**config.mk**
```make
export PLATFORM = sky130hd
export DESIGN_NAME = exu_top
export DESIGN_NICKNAME = d
export VERILOG_FILES = /design/src/common/rvx_pkg.sv /design/src/design/alu_comb.sv /design/src/design/exu_decode.sv /design/src/design/exu_result.sv /design/src/design/exu_top.sv /design/src/multiplier/mul_shift_add.sv
export VERILOG_INCLUDE_DIRS = /design/src /design/src/common
export SDC_FILE = /design/constraint.sdc
export NUM_CORES = 2
export LEC_CHECK = 0
export BUFFER_PORTS_ARGS = -buffer_cell sky130_fd_sc_hd__buf_2
export CAP_MARGIN = 0
export CORE_UTILIZATION = 30
export CTS_CLUSTER_SIZE = 12
export DETAILED_ROUTE_END_ITERATION = 8
export SYNTH_ARGS = -nofsm -noshare
export SYNTH_HDL_FRONTEND = slang
export SYNTH_SLANG_ARGS = --single-unit
```
**constraint.sdc**
```tcl
create_clock -name clk -period 6.69 [get_ports clk]
set_clock_uncertainty 0.2 [all_clocks]
set_input_delay 1.6725 -clock clk [delete_from_list [all_inputs] [get_ports clk]]
set_output_delay 1.6725 -clock clk [all_outputs]
set_load 0.01 [all_outputs]
```
**src/common/rvx_defines.svh**
```systemverilog
`ifndef RVX_DEFINES_SVH
`define RVX_DEFINES_SVH

// datapath width of the core
`define RVX_XLEN 64

// word operations work on the low half (addw, sllw, mulw ...)
`define RVX_WLEN 32

// operation code carried by a request
`define RVX_OP_W 5

// shift-add multiplier retires one multiplier bit per cycle
`define RVX_MUL_STEPS `RVX_XLEN

`endif

```
**src/common/rvx_pkg.sv**
```systemverilog
`default_nettype none

`include "rvx_defines.svh"

package rvx_pkg;

    // execute operations, branches kept apart from arithmetic
    typedef enum logic [`RVX_OP_W-1:0] {
        OP_ADD  = 5'd0,
        OP_SUB  = 5'd1,
        OP_AND  = 5'd2,
        OP_OR   = 5'd3,
        OP_XOR  = 5'd4,
        OP_SLL  = 5'd5,
        OP_SRL  = 5'd6,
        OP_SRA  = 5'd7,
        OP_SLT  = 5'd8,
        OP_SLTU = 5'd9,
        OP_MUL  = 5'd10,
        OP_BEQ  = 5'd11,
        OP_BNE  = 5'd12,
        OP_BLT  = 5'd13,
        OP_BGE  = 5'd14,
        OP_BLTU = 5'd15,
        OP_BGEU = 5'd16
    } alu_op_e;

    typedef enum logic {
        EXT_FULL   = 1'b0,  // keep all 64 bits
        EXT_SEXT32 = 1'b1   // sign extend from bit 31
    } ext_mode_e;

    typedef struct packed {
        alu_op_e               op;
        logic                  word;
        logic [`RVX_XLEN-1:0]  src1;
        logic [`RVX_XLEN-1:0]  src2;
    } exu_req_t;

    typedef struct packed {
        logic       use_mul;
        logic       shamt_w;     // 5-bit shift amount
        logic       signed_cmp;
        logic       is_branch;
        ext_mode_e  ext;
        alu_op_e    alu_op;
    } exu_ctrl_t;

    typedef struct packed {
        logic                  valid;
        logic [`RVX_XLEN-1:0]  result;
        logic                  taken;
    } exu_rsp_t;

endpackage

`default_nettype wire

```
**src/design/alu_comb.sv**
```systemverilog
`timescale 1ns/1ps
`default_nettype none

`include "rvx_defines.svh"

module alu_comb (
    input  rvx_pkg::exu_ctrl_t    ctrl,
    input  logic [`RVX_XLEN-1:0]  src1,
    input  logic [`RVX_XLEN-1:0]  src2,
    output logic [`RVX_XLEN-1:0]  alu_res,
    output logic                  taken
);

    localparam int SHW = $clog2(`RVX_XLEN);
    localparam int HIW = `RVX_XLEN - `RVX_WLEN;

    logic [SHW-1:0]        shamt;
    logic [`RVX_XLEN-1:0]  srl_src;
    logic [`RVX_XLEN-1:0]  sra_src;
    logic                  eq;
    logic                  lt;
    logic                  cond;

    // word shifts only see the low 5 bits of src2
    assign shamt = ctrl.shamt_w ? {1'b0, src2[SHW-2:0]} : src2[SHW-1:0];

    // right shifts on words start from src1[31:0]
    assign srl_src = ctrl.shamt_w ? {{HIW{1'b0}}, src1[`RVX_WLEN-1:0]} : src1;
    assign sra_src = ctrl.shamt_w ? {{HIW{src1[`RVX_WLEN-1]}}, src1[`RVX_WLEN-1:0]} : src1;

    // one comparator shared by slt/sltu and the branches
    assign eq = (src1 == src2);
    assign lt = ctrl.signed_cmp ? ($signed(src1) < $signed(src2)) : (src1 < src2);

    always_comb begin
        case (ctrl.alu_op)
            rvx_pkg::OP_ADD:  alu_res = src1 + src2;
            rvx_pkg::OP_SUB:  alu_res = src1 - src2;
            rvx_pkg::OP_AND:  alu_res = src1 & src2;
            rvx_pkg::OP_OR:   alu_res = src1 | src2;
            rvx_pkg::OP_XOR:  alu_res = src1 ^ src2;
            rvx_pkg::OP_SLL:  alu_res = src1 << shamt;
            rvx_pkg::OP_SRL:  alu_res = srl_src >> shamt;
            rvx_pkg::OP_SRA:  alu_res = $signed(sra_src) >>> shamt;
            rvx_pkg::OP_SLT,
            rvx_pkg::OP_SLTU: alu_res = {{(`RVX_XLEN-1){1'b0}}, lt};
            default:          alu_res = '0;  // mul and branches
        endcase
    end

    // branch condition
    always_comb begin
        case (ctrl.alu_op)
            rvx_pkg::OP_BEQ:  cond = eq;
            rvx_pkg::OP_BNE:  cond = !eq;
            rvx_pkg::OP_BLT,
            rvx_pkg::OP_BLTU: cond = lt;
            rvx_pkg::OP_BGE,
            rvx_pkg::OP_BGEU: cond = !lt;
            default:          cond = 1'b0;
        endcase
    end

    assign taken = ctrl.is_branch && cond;

endmodule

`default_nettype wire

```
**src/design/exu_decode.sv**
```systemverilog
`timescale 1ns/1ps
`default_nettype none

module exu_decode (
    input  rvx_pkg::exu_req_t   req,
    output rvx_pkg::exu_ctrl_t  ctrl,
    output logic                illegal
);

    always_comb begin
        ctrl        = '0;
        ctrl.alu_op = req.op;
        ctrl.ext    = rvx_pkg::EXT_FULL;
        illegal     = 1'b0;

        case (req.op)
            rvx_pkg::OP_ADD,
            rvx_pkg::OP_SUB: begin
                if (req.word) begin
                    ctrl.ext = rvx_pkg::EXT_SEXT32;  // addw / subw
                end
            end
            rvx_pkg::OP_SLL,
            rvx_pkg::OP_SRL,
            rvx_pkg::OP_SRA: begin
                ctrl.shamt_w = req.word;  // sllw family masks to 5 bits
                if (req.word) begin
                    ctrl.ext = rvx_pkg::EXT_SEXT32;
                end
            end
            rvx_pkg::OP_MUL: begin
                ctrl.use_mul = 1'b1;
                if (req.word) begin
                    ctrl.ext = rvx_pkg::EXT_SEXT32;  // mulw
                end
            end
            rvx_pkg::OP_SLT: begin
                ctrl.signed_cmp = 1'b1;
                illegal         = req.word;
            end
            rvx_pkg::OP_SLTU: begin
                illegal = req.word;
            end
            rvx_pkg::OP_BLT,
            rvx_pkg::OP_BGE: begin
                ctrl.is_branch  = 1'b1;
                ctrl.signed_cmp = 1'b1;
                illegal         = req.word;
            end
            rvx_pkg::OP_BEQ,
            rvx_pkg::OP_BNE,
            rvx_pkg::OP_BLTU,
            rvx_pkg::OP_BGEU: begin
                ctrl.is_branch = 1'b1;
                illegal        = req.word;
            end
            rvx_pkg::OP_AND,
            rvx_pkg::OP_OR,
            rvx_pkg::OP_XOR: begin
                illegal = req.word;  // no word form of logic ops
            end
            default: begin
                illegal = 1'b1;  // unused encodings
            end
        endcase
    end

endmodule

`default_nettype wire

```
**src/design/exu_result.sv**
```systemverilog
`timescale 1ns/1ps
`default_nettype none

`include "rvx_defines.svh"

module exu_result (
    input  logic                  clk,
    input  logic                  arst_n,
    input  logic                  req_valid,
    input  rvx_pkg::exu_ctrl_t    ctrl,
    input  logic [`RVX_XLEN-1:0]  alu_res,
    input  logic                  taken,
    input  logic [`RVX_XLEN-1:0]  mul_res,
    input  logic                  mul_done,
    input  logic                  illegal,
    output rvx_pkg::exu_rsp_t     rsp
);

    localparam int HIW = `RVX_XLEN - `RVX_WLEN;

    rvx_pkg::ext_mode_e    mul_ext_q;  // mode of the multiply in flight
    logic                  valid_q;
    logic                  taken_q;
    logic [`RVX_XLEN-1:0]  result_q;
    logic                  alu_fire;

    function automatic logic [`RVX_XLEN-1:0] apply_ext(
        input logic [`RVX_XLEN-1:0] val,
        input rvx_pkg::ext_mode_e   mode
    );
        if (mode == rvx_pkg::EXT_SEXT32) begin
            return {{HIW{val[`RVX_WLEN-1]}}, val[`RVX_WLEN-1:0]};
        end
        return val;
    endfunction

    assign alu_fire = req_valid && !ctrl.use_mul;

    always_ff @(posedge clk or negedge arst_n) begin
        if (!arst_n) begin
            valid_q <= 1'b0;
        end else begin
            valid_q <= alu_fire || mul_done;
        end
    end

    always_ff @(posedge clk) begin
        if (alu_fire) begin
            result_q <= apply_ext(alu_res, ctrl.ext);
            taken_q  <= taken;
        end else if (mul_done) begin
            result_q <= apply_ext(mul_res, mul_ext_q);
            taken_q  <= 1'b0;
        end
        if (req_valid && ctrl.use_mul) begin
            mul_ext_q <= ctrl.ext;  // request is gone by completion
        end
    end

    always_comb begin
        rsp.valid  = valid_q;
        rsp.result = result_q;
        rsp.taken  = taken_q;
    end

    // a response stays up only when a new ALU request follows
    a_rsp_pulse: assert property (@(posedge clk) disable iff (!arst_n)
        valid_q && !alu_fire |=> !valid_q);

    a_no_illegal: assert property (@(posedge clk) disable iff (!arst_n)
        req_valid |-> !illegal);

    // one item in flight, nothing is issued on the multiply completion cycle
    a_single_flight: assert property (@(posedge clk) disable iff (!arst_n)
        mul_done |-> !req_valid);

endmodule

`default_nettype wire

```
**src/design/exu_top.sv**
```systemverilog
`timescale 1ns/1ps
`default_nettype none

`include "rvx_defines.svh"

module exu_top (
    input  logic                clk,
    input  logic                arst_n,
    input  logic                req_valid,
    input  rvx_pkg::exu_req_t   req,
    output logic                busy,
    output rvx_pkg::exu_rsp_t   rsp
);

    rvx_pkg::exu_ctrl_t    ctrl;
    logic                  illegal;
    logic [`RVX_XLEN-1:0]  alu_res;
    logic [`RVX_XLEN-1:0]  mul_res;
    logic                  taken;
    logic                  mul_done;
    logic                  mul_start;

    assign mul_start = req_valid && ctrl.use_mul;

    exu_decode u_decode (
        .req     (req),
        .ctrl    (ctrl),
        .illegal (illegal)
    );

    alu_comb u_alu (
        .ctrl    (ctrl),
        .src1    (req.src1),
        .src2    (req.src2),
        .alu_res (alu_res),
        .taken   (taken)
    );

    // word multiplies use full operands, low half is unaffected
    mul_shift_add u_mul (
        .clk      (clk),
        .arst_n   (arst_n),
        .start    (mul_start),
        .src1     (req.src1),
        .src2     (req.src2),
        .busy     (busy),
        .mul_done (mul_done),
        .mul_res  (mul_res)
    );

    exu_result u_result (
        .clk       (clk),
        .arst_n    (arst_n),
        .req_valid (req_valid),
        .ctrl      (ctrl),
        .alu_res   (alu_res),
        .taken     (taken),
        .mul_res   (mul_res),
        .mul_done  (mul_done),
        .illegal   (illegal),
        .rsp       (rsp)
    );

endmodule

`default_nettype wire

```
**src/multiplier/mul_shift_add.sv**
```systemverilog
`timescale 1ns/1ps
`default_nettype none

`include "rvx_defines.svh"

module mul_shift_add (
    input  logic                  clk,
    input  logic                  arst_n,
    input  logic                  start,
    input  logic [`RVX_XLEN-1:0]  src1,
    input  logic [`RVX_XLEN-1:0]  src2,
    output logic                  busy,
    output logic                  mul_done,
    output logic [`RVX_XLEN-1:0]  mul_res
);

    localparam int CNT_W = $clog2(`RVX_MUL_STEPS);

    logic [`RVX_XLEN-1:0]  mcand_q;   // shifts left
    logic [`RVX_XLEN-1:0]  mplier_q;  // shifts right
    logic [`RVX_XLEN-1:0]  acc_q;
    logic [`RVX_XLEN-1:0]  acc_nxt;
    logic [CNT_W-1:0]      cnt_q;
    logic                  busy_q;
    logic                  last_step;

    // partial product of the current step
    assign acc_nxt   = acc_q + (mplier_q[0] ? mcand_q : '0);
    assign last_step = (cnt_q == CNT_W'(`RVX_MUL_STEPS - 1));

    // final step is added combinationally, so the product is ready with mul_done
    assign mul_res  = acc_nxt;
    assign mul_done = busy_q && last_step;
    assign busy     = busy_q;

    always_ff @(posedge clk or negedge arst_n) begin
        if (!arst_n) begin
            busy_q <= 1'b0;
            cnt_q  <= '0;
        end else if (start) begin
            busy_q <= 1'b1;
            cnt_q  <= '0;
        end else if (busy_q) begin
            cnt_q <= cnt_q + 1'b1;
            if (last_step) begin
                busy_q <= 1'b0;
            end
        end
    end

    always_ff @(posedge clk) begin
        if (start) begin
            mcand_q  <= src1;
            mplier_q <= src2;
            acc_q    <= '0;
        end else if (busy_q) begin
            acc_q    <= acc_nxt;
            mcand_q  <= mcand_q << 1;
            mplier_q <= mplier_q >> 1;
        end
    end

    // the issue logic must hold off while a product is in flight
    a_no_start_busy: assert property (@(posedge clk) disable iff (!arst_n)
        start |-> !busy_q);

    // done arrives on the last of the busy cycles
    a_done_latency: assert property (@(posedge clk) disable iff (!arst_n)
        $rose(busy_q) |-> ##(`RVX_MUL_STEPS-1) mul_done);

endmodule

`default_nettype wire

```
==> flow_metrics.tcl <==
set metrics [dict create \
    max_stage_delay_ns 0.78 \
    wirelength_mm 244 \
    max_freq_ghz 0.148 \
    nets 5555 \
    critical_path_peak_fanout 10 \
    end_kind "flip-flop" \
    drc 0 \
    final.min_clock_period_ns 6.75 \
    violations "capacitance limit, slew limit, setup timing" \
    tightestPinTransition_ns 1.56 \
    syn-num-nets 5331 \
    synth_edf_count 194 \
    synth_cells 4934 \
    hold_path_class "flip-flop to flip-flop" \
    dieArea_um2 124000 \
    cp.arrival_ns 6.88 \
    fin_area_um2 42900 \
    synth_cell_type_count 89 \
    drtPass1Iterations 7 \
    yosys_warnings 0 \
    maxSlewViolCount 14 \
    num_rows 128 \
    synth_ff_type "edfxtp_1" \
    die_x_um 352 \
    syn2layout_area_growth_pct 16.4 \
    cp_top_family "compound AO/OA/AOI/OAI gates" \
    timing.critical_path.buf_inv 3 \
    track_usage 0.376 \
    min_from "u_mul.acc_q[40]" \
    start_util 0.303 \
    worstPathCellList "buf_2 > inv_1 > ha_1 > or3_1 > nor4_2 > and3_1 > a32oi_1 > o21ai_0 > o21ai_1 > o21ai_0 > a21oi_1 > buf_4 > xnor2_1 > a221oi_1 > o21ai_0" \
    maxCapViolCount 3 \
    post_cts_buffers 0 \
    placement.cell_area_um2 41500 \
    htreeDepth 2 \
    status "finished with violations" \
    tritoncts "yes" \
    clk_path_buf_depth 3 \
    dp_cells 6743 \
    min_to "u_mul.acc_q[40]" \
    ys_seq_elements 266 \
    globalRoute.totalOverflow 0 \
    cp_slowest_cell "o21ai_0" \
    final_cells 6819 \
    relSlewSlack -0.0442 \
    clkLatencyLatePin_ns 0.66 \
    synth.top_cell.area_share 0.158 \
    core_um2 122000 \
    yosysSeqAreaShare 0.198 \
    whs_path_depth 2 \
    timing.rr.end "u_result.result_q[55]" \
    setup_slack_ns -0.0640 \
    rsz0062_at_grt "false" \
    required_ns 6.82 \
    antenna_found_initial 24 \
    cts_buffers 38 \
    fillers 13000 \
    avgSynthCellArea_um2 7.46 \
    via_per_inst 6.52 \
    layout-drive-gt1-share 0.162 \
    post_drt_wl_per_cell_um 35.7 \
    r2r_start "u_mul.mplier_q[0]" \
    r2r_setup_slack_ns 1.19 \
    grt_max_degree 145 \
    finalSetupViolCount 2 \
    gp_congestion 1.15 \
    clock-sinks 266 \
    grt_pass1_wl_mm 332 \
    crit_type "primary input to flip-flop" \
    hold_viol 0 \
    p_per_area_nw_per_um2 291 \
    vias 44400 \
    ir_drop_v 0.000358 \
    yosysMostFrequentCell "nor2_1" \
    reg2regPathDepth 14 \
    synthTopCellsByCount "nor2_1 (521), nand2_1 (518), o21ai_0 (484)" \
    io_buffers 203 \
    ant_nets 0 \
    top_level_ports 204 \
    dpl.hpwl_mm 193 \
    grt_pass1_vias 41000 \
    power_leakage_nw 18.0 \
    start_kind "primary input" \
    fp.dieH_um 352 \
    synth_area_leaders "edfxtp_1 (16%), ha_1 (8.7%), o21ai_0 (6.6%)" \
    syn_area_um2 36800 \
    cts_root_buffer "clkbuf_16" \
    period_share 1.01 \
    async_flop_share 0.0301 \
    crit_top_cell "o21ai_0" \
    path_clk_slew_ns 0.06 \
    first_iter_violations 7019 \
    synth_top_area_cell "edfxtp_1" \
]
-- state kept, by name (all words and copies together), names as in the netlist --
signal,count
u_mul.acc_q,64
u_mul.busy,1
u_mul.cnt_q,6
u_mul.mcand_q,64
u_mul.mplier_q,64
u_result.mul_ext_q,1
u_result.result_q,64
u_result.taken_q,1
u_result.valid_q,1
-- layer usage --
| layer | GRT usage | vias up | routed length, um |
|---|---|---|---|
| li1 | - | 18800 | - |
| met1 | 0.472 | 21700 | 93300 |
| met2 | 0.539 | 3214 | 98700 |
| met3 | 0.129 | 734 | 31300 |
| met4 | 0.254 | 14 | 20200 |
| met5 | 0 | - | 86 |
-- cell families (layout without fill, tap and decap cells) --
| family | count (synthesis) | in the layout | synth area share |
|---|---|---|---|
| and+or+nand+nor | 1569 | 1569 | 0.193 |
| buffers and inverters | 627 | 878 | 0.0675 |
| AOI/OAI and AO/OA | 1806 | 1806 | 0.312 |
| other | 0 | 9 | 0 |
| xor gates and xnor gates | 81 | 81 | 0.0193 |
| adders and majority gates | 260 | 260 | 0.0889 |
| muxes | 325 | 325 | 0.121 |
| DFF | 266 | 266 | 0.198 |
-- through the flow --
step                TNS (ns)  utilization  worst slack, ns  power, mW  hold WS (ns)
finish               -0.0767        0.352          -0.0640       12.5         0.292
global route               0        0.352           0.0978       13.0         0.312
CTS                        0        0.352            0.343       12.3         0.287
detailed placement     -3.24        0.341           -0.712       9.88         0.278
global placement       -3.01        0.341           -0.715       9.83         0.269
floorplan                  0            -            0.146       7.19         0.259
-- timing repair --
action / CTS / global route
hold buffers: 0 / 0
gates resized for setup: 1 / 0
endpoints found under the setup margin: 2 / 0
-- worst register-to-register path, delay by kind of cell, from the launching register on --
kind / cells / cell delay, ns
and+or+nand+nor: 3 / 0.69
DFF: 1 / 0.55
buffers and inverters: 1 / 0.48
AOI/OAI and AO/OA: 8 / 2.74
xor gates and xnor gates: 1 / 0.28
adders and majority gates: 1 / 0.29
-- cells in the final DEF, fill, tap and decap left out, types with 94 or more instances in the layout --
master | netlist | routed
a211oi_1 | 95 | 94
a21oi_1 | 471 | 470
and2_1 | 102 | 102
buf_2 | 46 | 198
buf_4 | 18 | 351
edfxtp_1 | 194 | 194
ha_1 | 257 | 257
inv_1 | 232 | 231
mux2i_1 | 187 | 187
nand2_1 | 518 | 514
nor2_1 | 521 | 515
o21ai_0 | 484 | 484
-- worst max-delay path by stage --
| stage | from | endpoint | slack (ns) | depth (start not counted) |
|---|---|---|---|---|
| finish | req[92] | u_result.result_q[0] | -0.06 | 15 |
| global route | req[92] | u_result.result_q[0] | 0.1 | 15 |
| CTS | req[92] | u_result.result_q[0] | 0.34 | 15 |
| detailed placement | req[92] | u_result.result_q[0] | -0.71 | 15 |
| global placement | req[92] | u_result.result_q[0] | -0.71 | 15 |
| floorplan | req[2] | u_result.result_q[55] | 0.15 | 21 |
-- power breakdown --
part           internal [mW]  switching, mW
sequential              2.56          0.486
clock                   1.36          0.963
combinational           2.48           4.64
total                   6.41           6.09
-- area by class of cell --
class	count	area [um2]	share of cell area
flip-flops and latches	266	7310	0.171
well taps	1625	2030	0.0474
multi-input cells	4041	27200	0.634
clock buffers	45	1010	0.0235
diodes	9	22.5	0.000525
inverters	239	901	0.0210
clock inverters	22	345	0.00806
repair buffers	572	4060	0.0948
Power figures use the tool's default switching activity.
